## config.mk

```make
export PLATFORM = sky130hd
export DESIGN_NAME = cache_top
export DESIGN_NICKNAME = d
export VERILOG_FILES = /design/src/common/cache_pkg.sv /design/src/cache/front_end.sv /design/src/cache/cache_memory.sv /design/src/cache/back_end.sv /design/src/cache/cache_control.sv /design/src/cache_top.sv
export VERILOG_INCLUDE_DIRS = /design/src /design/src/common
export SDC_FILE = /design/constraint.sdc
export NUM_CORES = 2
export LEC_CHECK = 0
export BUFFER_PORTS_ARGS = -buffer_cell sky130_fd_sc_hd__buf_2
export CAP_MARGIN = 20
export CELL_PAD_IN_SITES_DETAIL_PLACEMENT = 0
export CELL_PAD_IN_SITES_GLOBAL_PLACEMENT = 1
export CORE_ASPECT_RATIO = 1.5
export CORE_MARGIN = 5
export CORE_UTILIZATION = 34
export DETAILED_ROUTE_END_ITERATION = 10
export PLACE_DENSITY_LB_ADDON = 0.1
export SLEW_MARGIN = 20
export SYNTH_ARGS = -nofsm -noshare
export SYNTH_HDL_FRONTEND = slang
export SYNTH_HIERARCHICAL = 1
export SYNTH_SLANG_ARGS = --single-unit
```

## constraint.sdc

```tcl
create_clock -name clk -period 12.9 [get_ports clk]
set_input_delay 1.935 -clock clk [delete_from_list [all_inputs] [get_ports clk]]
set_output_delay 1.935 -clock clk [all_outputs]
set_load 0.005 [all_outputs]
```

## src/common/cache_config.svh

```systemverilog
`ifndef CACHE_CONFIG_SVH
`define CACHE_CONFIG_SVH

// Processor side widths
`define CACHE_ADDR_W   32   // Byte address, control select bit sits above it
`define CACHE_DATA_W   32   // One word per line
`define CACHE_NBYTES   4    // Bytes per word
`define CACHE_BYTE_W   2    // Byte offset inside a word

// Line geometry
`define CACHE_INDEX_W  6    // 64 lines, direct mapped

// Word address minus index
`define CACHE_TAG_W    (`CACHE_ADDR_W - `CACHE_BYTE_W - `CACHE_INDEX_W)

// Control space word address
`define CTRL_ADDR_W    2    // Three counters plus one spare code

`endif

```

## src/common/cache_pkg.sv

```systemverilog
`default_nettype none

`include "cache_config.svh"

package cache_pkg;

   //////////////////////////////////////////////////////////////////////
   // Request records

   // Request as held in the front-end register stage
   typedef struct packed {
      logic [`CACHE_ADDR_W-`CACHE_BYTE_W-1:0] addr;   // Word address
      logic [`CACHE_DATA_W-1:0]               wdata;
      logic [`CACHE_NBYTES-1:0]               wstrb;
      logic                                   write;  // Nonzero strobe seen
   } fe_req_t;

   // Request toward the external memory
   typedef struct packed {
      logic                                   valid;  // Held until mem_ack
      logic                                   write;
      logic [`CACHE_ADDR_W-`CACHE_BYTE_W-1:0] addr;   // Word address
      logic [`CACHE_DATA_W-1:0]               wdata;
      logic [`CACHE_NBYTES-1:0]               wstrb;
   } mem_req_t;

   //////////////////////////////////////////////////////////////////////
   // Encodings

   // Back-end sequencer
   typedef enum logic [1:0] {
      IDLE,        // Waiting for a data request
      READ_WAIT,   // Miss fetch outstanding
      WRITE_WAIT,  // Write-through outstanding
      RESPOND      // Refilled word goes back
   } be_state_e;

   // Statistics counters in the control space
   typedef enum logic [`CTRL_ADDR_W-1:0] {
      READ_HITS   = 2'd0,
      READ_MISSES = 2'd1,
      WRITES      = 2'd2   // Code 3 reads as zero
   } ctrl_reg_e;

endpackage

`default_nettype wire

```

## src/cache/front_end.sv

```systemverilog
`timescale 1ns/1ps
`default_nettype none

`include "cache_config.svh"

module front_end
   import cache_pkg::*;
(
   input  wire logic                     clk,
   input  wire logic                     reset,
   // Processor port
   input  wire logic                     req,
   input  wire logic [`CACHE_ADDR_W:0]   addr,   // MSB selects control space
   input  wire logic [`CACHE_DATA_W-1:0] wdata,
   input  wire logic [`CACHE_NBYTES-1:0] wstrb,
   output logic                          ack,
   output logic [`CACHE_DATA_W-1:0]      rdata,
   // Data path
   output logic                          data_req,
   output fe_req_t                       data_req_reg,
   input  wire logic                     data_ack,
   input  wire logic [`CACHE_DATA_W-1:0] data_rdata,
   // Control path
   output logic                          ctrl_req,
   output logic [`CTRL_ADDR_W-1:0]       ctrl_addr,
   output logic                          ctrl_we,
   input  wire logic                     ctrl_ack,
   input  wire logic [`CACHE_DATA_W-1:0] ctrl_rdata
);

   logic    req_valid_q;  // A request sits in the stage
   logic    sel_ctrl_q;   // Held request targets the control space
   fe_req_t req_q;
   logic    accept;

   // Only take a new request once the previous one has been acked
   assign accept = req & ~req_valid_q;

   //////////////////////////////////////////////////////////////////////
   // Registered request stage

   always_ff @(posedge clk or posedge reset)
   begin
      if (reset)
      begin
         req_valid_q <= 1'b0;
         sel_ctrl_q  <= 1'b0;
         req_q       <= '0;
      end
      else if (accept)
      begin
         req_valid_q <= 1'b1;
         sel_ctrl_q  <= addr[`CACHE_ADDR_W];
         req_q.addr  <= addr[`CACHE_ADDR_W-1:`CACHE_BYTE_W];  // Drop byte offset
         req_q.wdata <= wdata;
         req_q.wstrb <= wstrb;
         req_q.write <= |wstrb;
      end
      else if (ack)
         req_valid_q <= 1'b0;                               // Stage free again
   end

   //////////////////////////////////////////////////////////////////////
   // Routing and response

   assign data_req     = req_valid_q & ~sel_ctrl_q;
   assign data_req_reg = req_q;

   assign ctrl_req  = req_valid_q & sel_ctrl_q;
   assign ctrl_addr = req_q.addr[`CTRL_ADDR_W-1:0];  // Low word-address bits
   assign ctrl_we   = req_q.write;

   assign ack   = data_ack | ctrl_ack;
   assign rdata = ctrl_ack ? ctrl_rdata : data_rdata;

   // Both paths answering at once would corrupt rdata
   a_one_ack: assert property (@(posedge clk) disable iff (reset)
      !(ctrl_ack && data_ack));

endmodule

`default_nettype wire

```

## src/cache/cache_memory.sv

```systemverilog
`timescale 1ns/1ps
`default_nettype none

`include "cache_config.svh"

module cache_memory
   import cache_pkg::*;
(
   input  wire logic                     clk,
   input  wire logic                     reset,
   // Lookup on the registered request
   input  wire logic                     lookup,
   input  wire fe_req_t                  fe_req,
   output logic                          hit,
   output logic [`CACHE_DATA_W-1:0]      hit_rdata,
   // Updates from the back end
   input  wire logic                     refill_we,
   input  wire logic [`CACHE_DATA_W-1:0] refill_data,
   input  wire logic                     wt_update
);

   localparam int NLINES = 1 << `CACHE_INDEX_W;

   //////////////////////////////////////////////////////////////////////
   // Storage

   logic [NLINES-1:0]        valid_q;              // One bit per line
   logic [`CACHE_TAG_W-1:0]  tag_mem  [NLINES];
   logic [`CACHE_DATA_W-1:0] data_mem [NLINES];

   logic [`CACHE_INDEX_W-1:0] idx;
   logic [`CACHE_TAG_W-1:0]   tag;
   logic                      tag_match;
   logic                      wt_en;

   //////////////////////////////////////////////////////////////////////
   // Address split and hit detection

   // Low word-address bits pick the line, the rest is the tag
   assign idx = fe_req.addr[`CACHE_INDEX_W-1:0];
   assign tag = fe_req.addr[`CACHE_INDEX_W +: `CACHE_TAG_W];

   assign tag_match = (tag_mem[idx] == tag);
   assign hit       = lookup & valid_q[idx] & tag_match;
   assign hit_rdata = data_mem[idx];  // Qualified by hit downstream

   // Write miss leaves the arrays alone
   assign wt_en = wt_update & hit;

   //////////////////////////////////////////////////////////////////////
   // Valid bits

   always_ff @(posedge clk or posedge reset)
   begin
      if (reset)
         valid_q <= '0;                 // Cache starts empty
      else if (refill_we)
         valid_q[idx] <= 1'b1;
   end

   //////////////////////////////////////////////////////////////////////
   // Tag and data arrays

   always_ff @(posedge clk)
   begin
      if (refill_we)
      begin
         tag_mem[idx]  <= tag;          // Line now owned by this address
         data_mem[idx] <= refill_data;  // Whole word from memory
      end
      else if (wt_en)
      begin
         // Merge strobed bytes only
         for (int b = 0; b < `CACHE_NBYTES; b++)
         begin
            if (fe_req.wstrb[b])
               data_mem[idx][b*8 +: 8] <= fe_req.wdata[b*8 +: 8];
         end
      end
   end

   // Refill belongs to a read miss, update to a write; never the same request
   a_no_dual_write: assert property (@(posedge clk) disable iff (reset)
      !(refill_we && wt_update));

endmodule

`default_nettype wire

```

## src/cache/back_end.sv

```systemverilog
`timescale 1ns/1ps
`default_nettype none

`include "cache_config.svh"

module back_end
   import cache_pkg::*;
(
   input  wire logic                     clk,
   input  wire logic                     reset,
   input  wire logic                     data_req,
   input  wire fe_req_t                  fe_req,
   input  wire logic                     hit,
   input  wire logic [`CACHE_DATA_W-1:0] hit_rdata,
   // External memory
   output mem_req_t                      mem_req,
   input  wire logic [`CACHE_DATA_W-1:0] mem_rdata,
   input  wire logic                     mem_ack,
   // Cache array updates
   output logic                          refill_we,
   output logic [`CACHE_DATA_W-1:0]      refill_data,
   output logic                          wt_update,
   // Response to front end
   output logic                          data_ack,
   output logic [`CACHE_DATA_W-1:0]      data_rdata,
   // Statistics events
   output logic                          ev_read_hit,
   output logic                          ev_read_miss,
   output logic                          ev_write
);

   be_state_e state_q, state_d;
   logic      start;     // New request seen in IDLE
   logic      rd_hit;

   // data_ack blocks a second start while the stage is being released
   assign start  = (state_q == IDLE) & data_req & ~data_ack;
   assign rd_hit = start & ~fe_req.write & hit;

   //////////////////////////////////////////////////////////////////////
   // Sequencer

   always_comb
   begin
      state_d = state_q;
      case (state_q)
         IDLE:
            if (start && fe_req.write)
               state_d = WRITE_WAIT;
            else if (start && !hit)
               state_d = READ_WAIT;            // Read hit stays here
         READ_WAIT:  if (mem_ack) state_d = RESPOND;
         WRITE_WAIT: if (mem_ack) state_d = IDLE;
         RESPOND:    state_d = IDLE;
         default:    state_d = IDLE;
      endcase
   end

   always_ff @(posedge clk or posedge reset)
   begin
      if (reset)
      begin
         state_q  <= IDLE;
         data_ack <= 1'b0;
      end
      else
      begin
         state_q  <= state_d;
         data_ack <= rd_hit                                  // Hit answers at once
                   | ((state_q == WRITE_WAIT) & mem_ack)
                   | (state_q == RESPOND);
      end
   end

   always_ff @(posedge clk)
   begin
      if (rd_hit)
         data_rdata <= hit_rdata;
      else if ((state_q == READ_WAIT) && mem_ack)
         data_rdata <= mem_rdata;                          // Fetched word
   end

   //////////////////////////////////////////////////////////////////////
   // Memory request, taken straight from the held front-end request

   always_comb
   begin
      mem_req.valid = (state_q == READ_WAIT) || (state_q == WRITE_WAIT);
      mem_req.write = (state_q == WRITE_WAIT);
      mem_req.addr  = fe_req.addr;
      mem_req.wdata = fe_req.wdata;
      mem_req.wstrb = fe_req.wstrb;
   end

   assign refill_we   = (state_q == READ_WAIT) & mem_ack;
   assign refill_data = mem_rdata;
   assign wt_update   = (state_q == WRITE_WAIT) & mem_ack;  // Gated by hit in the arrays

   // One event per request, all at its start
   assign ev_read_hit  = rd_hit;
   assign ev_read_miss = start & ~fe_req.write & ~hit;
   assign ev_write     = start & fe_req.write;

   // Memory sees a steady request until it acknowledges
   a_mem_stable: assert property (@(posedge clk) disable iff (reset)
      (mem_req.valid && !mem_ack) |=> (mem_req.valid && $stable(mem_req)));

endmodule

`default_nettype wire

```

## src/cache/cache_control.sv

```systemverilog
`timescale 1ns/1ps
`default_nettype none

`include "cache_config.svh"

module cache_control
   import cache_pkg::*;
(
   input  wire logic                   clk,
   input  wire logic                   reset,
   input  wire logic                   ctrl_req,
   input  wire logic [`CTRL_ADDR_W-1:0] ctrl_addr,
   input  wire logic                   ctrl_we,
   input  wire logic                   ev_read_hit,
   input  wire logic                   ev_read_miss,
   input  wire logic                   ev_write,
   output logic                        ctrl_ack,
   output logic [`CACHE_DATA_W-1:0]    ctrl_rdata
);

   localparam int NCNT = 3;

   logic [`CACHE_DATA_W-1:0] cnt_q [NCNT];
   logic [NCNT-1:0]          ev;           // Indexed by ctrl_reg_e code
   logic [`CACHE_DATA_W-1:0] sel_cnt;
   logic                     start;
   logic                     clear;

   assign ev    = {ev_write, ev_read_miss, ev_read_hit};
   assign start = ctrl_req & ~ctrl_ack;    // Once per held request
   assign clear = start & ctrl_we;         // Any control write

   // Saturating statistics counters
   always_ff @(posedge clk or posedge reset)
   begin
      if (reset)
      begin
         for (int i = 0; i < NCNT; i++)
            cnt_q[i] <= '0;
      end
      else
      begin
         for (int i = 0; i < NCNT; i++)
         begin
            if (clear)
               cnt_q[i] <= '0;
            else if (ev[i] && (cnt_q[i] != '1))
               cnt_q[i] <= cnt_q[i] + 1'b1;   // Stick at all ones
         end
      end
   end

   // Read select
   always_comb
   begin
      case (ctrl_reg_e'(ctrl_addr))
         READ_HITS:   sel_cnt = cnt_q[READ_HITS];
         READ_MISSES: sel_cnt = cnt_q[READ_MISSES];
         WRITES:      sel_cnt = cnt_q[WRITES];
         default:     sel_cnt = '0;          // Spare code
      endcase
   end

   always_ff @(posedge clk or posedge reset)
   begin
      if (reset)
         ctrl_ack <= 1'b0;
      else
         ctrl_ack <= start;                  // One-cycle pulse
   end

   always_ff @(posedge clk)
   begin
      if (start)
         ctrl_rdata <= ctrl_we ? '0 : sel_cnt;
   end

endmodule

`default_nettype wire

```

## src/cache_top.sv

```systemverilog
`timescale 1ns/1ps
`default_nettype none

`include "cache_config.svh"

module cache_top
   import cache_pkg::*;
(
   input  wire logic                     clk,
   input  wire logic                     reset,
   // Processor port
   input  wire logic                     req,
   input  wire logic [`CACHE_ADDR_W:0]   addr,
   input  wire logic [`CACHE_DATA_W-1:0] wdata,
   input  wire logic [`CACHE_NBYTES-1:0] wstrb,
   output logic                          ack,
   output logic [`CACHE_DATA_W-1:0]      rdata,
   // Memory port
   output mem_req_t                      mem_req,
   input  wire logic [`CACHE_DATA_W-1:0] mem_rdata,
   input  wire logic                     mem_ack
);

   // Front end to data path
   logic                     data_req;
   fe_req_t                  data_req_reg;
   logic                     data_ack;
   logic [`CACHE_DATA_W-1:0] data_rdata;
   // Front end to control
   logic                     ctrl_req, ctrl_we, ctrl_ack;
   logic [`CTRL_ADDR_W-1:0]  ctrl_addr;
   logic [`CACHE_DATA_W-1:0] ctrl_rdata;
   // Arrays and back end
   logic                     hit, refill_we, wt_update;
   logic [`CACHE_DATA_W-1:0] hit_rdata, refill_data;
   logic                     ev_read_hit, ev_read_miss, ev_write;

   front_end fe0 (
      .clk, .reset, .req, .addr, .wdata, .wstrb, .ack, .rdata,
      .data_req, .data_req_reg, .data_ack, .data_rdata,
      .ctrl_req, .ctrl_addr, .ctrl_we, .ctrl_ack, .ctrl_rdata
   );

   cache_memory mem0 (
      .clk, .reset,
      .lookup (data_req),
      .fe_req (data_req_reg),
      .hit, .hit_rdata, .refill_we, .refill_data, .wt_update
   );

   back_end be0 (
      .clk, .reset, .data_req,
      .fe_req (data_req_reg),
      .hit, .hit_rdata, .mem_req, .mem_rdata, .mem_ack,
      .refill_we, .refill_data, .wt_update, .data_ack, .data_rdata,
      .ev_read_hit, .ev_read_miss, .ev_write
   );

   cache_control ctrl0 (
      .clk, .reset, .ctrl_req, .ctrl_addr, .ctrl_we,
      .ev_read_hit, .ev_read_miss, .ev_write, .ctrl_ack, .ctrl_rdata
   );

endmodule

`default_nettype wire

```

; After elaboration in Yosys (flattened, before gate mapping)
; Memory sizes are Yosys's and may differ from the RTL's. A register that Yosys moved wholly into a read port is not among the register bits.
; Cells that the tools add are included.
; Widths: inputs -> output; s select.
[op_classes]
n_addsub = 3
mux = 41
n_reduce_logical = 18
magnitude_cmp = 2
n_eq_ne = 12
bitwise_logic = 30
[op_table]
columns = op, n
row1 = $mux 32, 7
row2 = $add 32x1->32 const B, 3
row3 = $ne 32x32->1 const B, 3
row4 = $pmux 32 s3, 1
row5 = $or 64x64->64, 1
row6 = $mux 8, 4
row7 = $eq 24x24->1, 1
row8 = $mux 1, 22
row9 = $and 1x1->1, 16
row10 = $reduce_bool 2->1, 5
row11 = $mux 2, 4
row12 = $pmux 2 s4, 1
row13 = $logic_and 1x1->1, 7
row14 = $lt 6x7->1 const B, 1
row15 = $or 1x1->1, 7
row16 = $bmux 1 s6, 1
row17 = $demux 1 s6, 1
row18 = $eq 2x2->1 const B, 3
row19 = $ge 6x1->1 const B, 1
row20 = $not 1->1, 6
row21 = $eq 2x1->1 const B, 2
row22 = $logic_not 2->1, 2
row23 = $reduce_or 4->1, 1
row24 = $ne 3x3->1 const B, 1
row25 = 5 further kinds, 5
[totals]
ff_bits = 265
mem_count = 2
input_bits = 105
ram_bits = 3584
[memory_table]
columns = memory, words, word_bits, rd, rd_clocked_by_memory_dff, wr, line_no
row1 = mem0.data_mem, 64, 32, 1, 1, 1, cache_memory.sv:29  ; logic [`CACHE_DATA_W-1:0] data_mem [NLINES];
row2 = mem0.tag_mem, 64, 24, 1, 0, 1, cache_memory.sv:28  ; logic [`CACHE_TAG_W-1:0] tag_mem [NLINES];

; Longest topological paths before layout
[logic_depth]
ltp_word = 9
mapped_depth = 24

; Hierarchy
; Netlist, hierarchy kept.
[by_module_without_submodules]
columns = mod, cells_per_inst, instances, area_each_um2
row1 = cache_memory, 7787, 1, 140492.2
row2 = cache_control, 795, 1, 7297.0
row3 = front_end, 192, 1, 3044.2
row4 = back_end, 196, 1, 2486.1

; Worst setup path before layout
; No wires, ideal clock.
[synth_path]
path_type = register to register
from = reg fe0.req_q, in the netlist fe0/data_req_reg[39]
to = reg ctrl0/cnt_q[87] (netlist name)
path_stages_with_launch = 21
n_path_buf = 5
arrival_ns = 4.779
slack_ns = 8.044
cell_sequence = dfrtp_1 buf_2 buf_4 buf_2 buf_1 buf_2 mux2_2 a32oi_1 nand4_1 a211oi_1 xor2_1 o2111ai_1 nor3_2 and2_1 nand2_4 inv_1 nand2_1 or4_1 a211o_1 or3_1 a21oi_1
[synth_between]
elab_chain_len = 7
[synth_rtl]
columns = item, line_no
row1 = "start, declared", front_end.sv:33  ; fe_req_t req_q;
row2 = "parallel branches: the longest is 3 deep, another holds $mem_v2 64x24", -
row3 = $and 1x1->1 *, cache_memory.sv:44  ; assign hit = lookup & valid_q[idx] & tag_match;
row4 = net hit, cache_top.sv:34  ; logic hit, refill_we, wt_update;
row5 = $and 1x1->1 *, back_end.sv:38  ; assign rd_hit = start & ~fe_req.write & hit;
row6 = net ev_read_hit, cache_top.sv:36  ; logic ev_read_hit, ev_read_miss, ev_write;
row7 = $logic_and 1x1->1 *, cache_control.sv:47  ; else if (ev[i] && (cnt_q[i] != '1))
row8 = $reduce_bool 2->1 (no source line) *, -
row9 = "end signal, assigned by index", cache_control.sv:48  ; cnt_q[i] <= cnt_q[i] + 1'b1;
row10 = "end, declared", cache_control.sv:23  ; logic [`CACHE_DATA_W-1:0] cnt_q [NCNT];
; Mark *: on every way through the listed nets, which the timed path passes. The select of a mux whose other input is x is not followed.
; A chain may end at the register's enable or synchronous reset.

; Final worst setup path
[layout_path]
from = reg fe0.req_q, in the netlist fe0/data_req_reg[41]
to = reg ctrl0/cnt_q[93] (netlist name)
; The elaborated chain is that of the path after synthesis.

==> results.yml <==
outcome:
  status: "finished clean"
pwr:
  switching_share: 0.383
  p_sw_w: 0.0156
  peakVddDrop_v: 0.000172
  power_frac_comb: 0.345
  power_density_nw_per_um2: 234
  p_int_w: 0.0252
  pwr-share-clk: 0.276
  cellLeakagePower_nw: 56.2
  p_total_w: 0.0408
  seq_power_share: 0.379
global_route:
  met2_usage: 0.462
  grt_pass1_wl_um: 823000
  use_met3: 0.0333
  met1_usage: 0.307
  grt_max_degree: 112
  grt-busiest-layer: "met2"
  gr-total-overflow: 0
  antenna_found_initial: 49
  grt_pass1_vias: 89800
  grt_usage: 0.260
sta:
  max_slew_margin: 0.170
  finalWorstPathRequiredPeriod_ns: 9.04
  worst_pin_slew_ns: 1.24
  max_freq_mhz: 111
  rsz0062_at_grt: "no"
  skew_ns: 0.0550
  hold_viol_final: 0
  period_share: 0.701
  tns_ns: 0
  finalMaxSlewViolations: 0
  setup_viol: 0
routing:
  vias: 90000
  drt-initial-drc-count: 9352
  ant_nets: 0
  drc: 0
  firstDrtPassIters: 8
  vias_per_cell: 5.81
  avgRoutedWirePerCell_um: 40.0
  wirelength_um: 620000
final_layout:
  top_regs: "mem0/data_mem: 2048 flops, mem0/tag_mem: 1536 flops, ctrl0/cnt_q: 96 flops"
  nFillCells: 41500
  synthToLayoutAreaGrowth_pct: 13.7
  fin_util: 0.387
  largest_reg_flops: 2048
  nNetsFinal: 9313
  drive_gt1_frac: 0.206
  top_register: "mem0/data_mem"
yosys:
  ys_seq_elements: 3881
  avgSynthCellArea_um2: 17.1
  synthArstFlopShare: 0.0600
  syn_inst: 8970
  ys_types: 95
  syn-num-nets: 9083
  ys_seq_area_frac: 0.753
  synth_edf_count: 3648
  synth_flop_cell: "edfxtp_1"
  synth_area_um2: 153000
  ys_warn_count: 6
setup_path:
  worstSetupPathType: "register to register"
  cp_max_fo: 33
  cp-endpoint: "ctrl0/cnt_q[93]"
  crit_start: "fe0/data_req_reg[41]"
  cp.required_ns: 13.71
  critPathSlowestCell: "nor2_1"
  cp-start-kind: "register"
  r2r-end: "ctrl0/cnt_q[93]"
  path_cells: "buf_4 > nand3_4 > nor2_1 > a221oi_1 > a22oi_1 > a21oi_1 > xor2_1 > o2111ai_1 > nor3_2 > and2_1 > nand2_4 > inv_1 > nand2_1 > or3_1 > a31oi_1 > a31oi_1 > a41o_1"
  r2r-start: "fe0/data_req_reg[41]"
  endpoint_kind: "register"
  ff2ff_path_depth: 17
  r2r_setup_slack_ns: 3.86
  arrival_ns: 9.85
  critPathMaxStageDelay_ns: 0.97
  cpMostUsedCell: "a31oi_1"
die:
  design.core.area_um2: 450000
  rows: 302
  die_width_um: 558
  fp.dieH_um: 832
  start_util: 0.341
  io_pins: 206
  die-area_um2: 465000
clock_tree:
  clk_path_buf_depth: 4
  cts-buffers-inserted: 391
  path_clk_slew_ns: 0.06
  cts_max_level: 5
  cts_sinks: 3881
  cts_hold_buf: 0
  root_buffer: "clkbuf_16"
  clk_latency_ns: 0.96
  post_cts_buffers: 0
  cts_tree: "yes"
  cts_resized: 0
place:
  finalWeightedCongestion: 0.861
  port_buffers: 203
  dp_hpwl_um: 387000
job:
  drv_cap: 0
hold_path:
  hold_path_class: "register to register"
## stage by stage
step                      instances  hold slack [ns]  worst slack, ns  area [um2]
after floorplan                8970            0.428             8.04      153000
after CTS                     15400            0.471             3.79      174000
final                         15500            0.465             3.86      174000
after detailed placement      14700            0.454             3.84      162000
after global routing          15500            0.480             3.68      174000
after global placement        14700            0.445             3.77      162000
## worst min-delay path by stage
stage | startpoint | end | slack (ns) | depth (start not counted)
final | mem0/valid_q[36] | mem0/valid_q[36] | 0.47 | 1
after global routing | mem0/valid_q[0] | mem0/valid_q[0] | 0.48 | 1
after CTS | mem0/valid_q[22] | mem0/valid_q[22] | 0.47 | 1
after detailed placement | mem0/valid_q[32] | mem0/valid_q[32] | 0.45 | 1
after global placement | mem0/valid_q[61] | mem0/valid_q[61] | 0.45 | 1
after floorplan | mem0/valid_q[59] | mem0/valid_q[59] | 0.43 | 1
## layout by cell type (no fill, tap or decap), drive strengths merged, types with 130 or more instances in the layout
| cell type | count |
|---|---|
| mux4 | 226 |
| clkbuf | 493 |
| a22oi | 357 |
| a21oi | 326 |
| dfrtp | 233 |
| o22ai | 138 |
| clkinv | 175 |
| mux2i | 517 |
| a221oi | 372 |
| nor2 | 613 |
| edfxtp | 3648 |
| mux2 | 357 |
| buf | 540 |
| nand2 | 294 |
| nand3 | 130 |
| o21ai | 161 |
## critical path: cells and delay by family, from the launching register on
family / cells / cell delay [ns]
AND/OR/NAND/NOR: 7 / 3.54
AO/OA/AOI/OAI: 7 / 2.49
XOR/XNOR: 1 / 0.97
buffers and inverters: 2 / 1.00
flip-flops: 1 / 0.77
## power groups by stage
| stage | combinational, W | sequential (W) | clock [W] |
|---|---|---|---|
| after floorplan | 0.00688 | 0.0158 | 0 |
| after global placement | 0.0141 | 0.0157 | 0 |
| after detailed placement | 0.0141 | 0.0157 | 0 |
| after CTS | 0.0142 | 0.0155 | 0.0115 |
| after global routing | 0.0144 | 0.0155 | 0.0119 |
| final | 0.0141 | 0.0155 | 0.0112 |
## kinds of logic (layout without fill, tap and decap cells)
group	count (synthesis)	count (layout)	synth area share
multiplexers	1100	1100	0.0941
AND/OR/NAND/NOR	1450	1450	0.0450
flip-flops	3881	3881	0.753
XOR/XNOR	34	34	0.00194
adder cells (fa/ha/maj)	8	8	0.000653
AO/OA/AOI/OAI	1761	1761	0.0822
buffers and inverters	736	1284	0.0236
other	0	60	0
## final cells by class
| cell class | count | area, um2 | share of cell area |
|---|---|---|---|
| timing repair buffer | 540 | 3760 | 0.0216 |
| inverter | 33 | 153 | 0.000876 |
| sequential | 3881 | 115000 | 0.662 |
| multi-input combinational | 4353 | 35100 | 0.201 |
| antenna | 60 | 150 | 0.000862 |
| clock inverter | 218 | 1830 | 0.0105 |
| tap | 5928 | 7420 | 0.0426 |
| clock buffer | 493 | 10500 | 0.0600 |
## Yosys cell counts, types with 130 or more instances
library cell | count | area share
o21ai_0 | 157 | 0.0051
a221oi_1 | 372 | 0.021
nand3_1 | 130 | 0.0042
mux2i_1 | 517 | 0.034
dfrtp_1 | 233 | 0.038
mux4_2 | 226 | 0.033
edfxtp_1 | 3648 | 0.71
o22ai_1 | 138 | 0.0056
a21oi_1 | 325 | 0.011
a22oi_1 | 357 | 0.017
nand2_1 | 293 | 0.0072
nor2_1 | 613 | 0.015
clkbuf_1 | 296 | 0.0072
buf_4 | 132 | 0.0065
buf_2 | 146 | 0.0048
mux2_2 | 317 | 0.023
## routing by layer
metal  up-vias  routed length [um]
met1     49100              231000
met5         -                  99
met4        14               36200
met3       926               31400
li1      36700                   -
met2      3307              321000
Note: power is estimated with default switching activity, not from simulation.
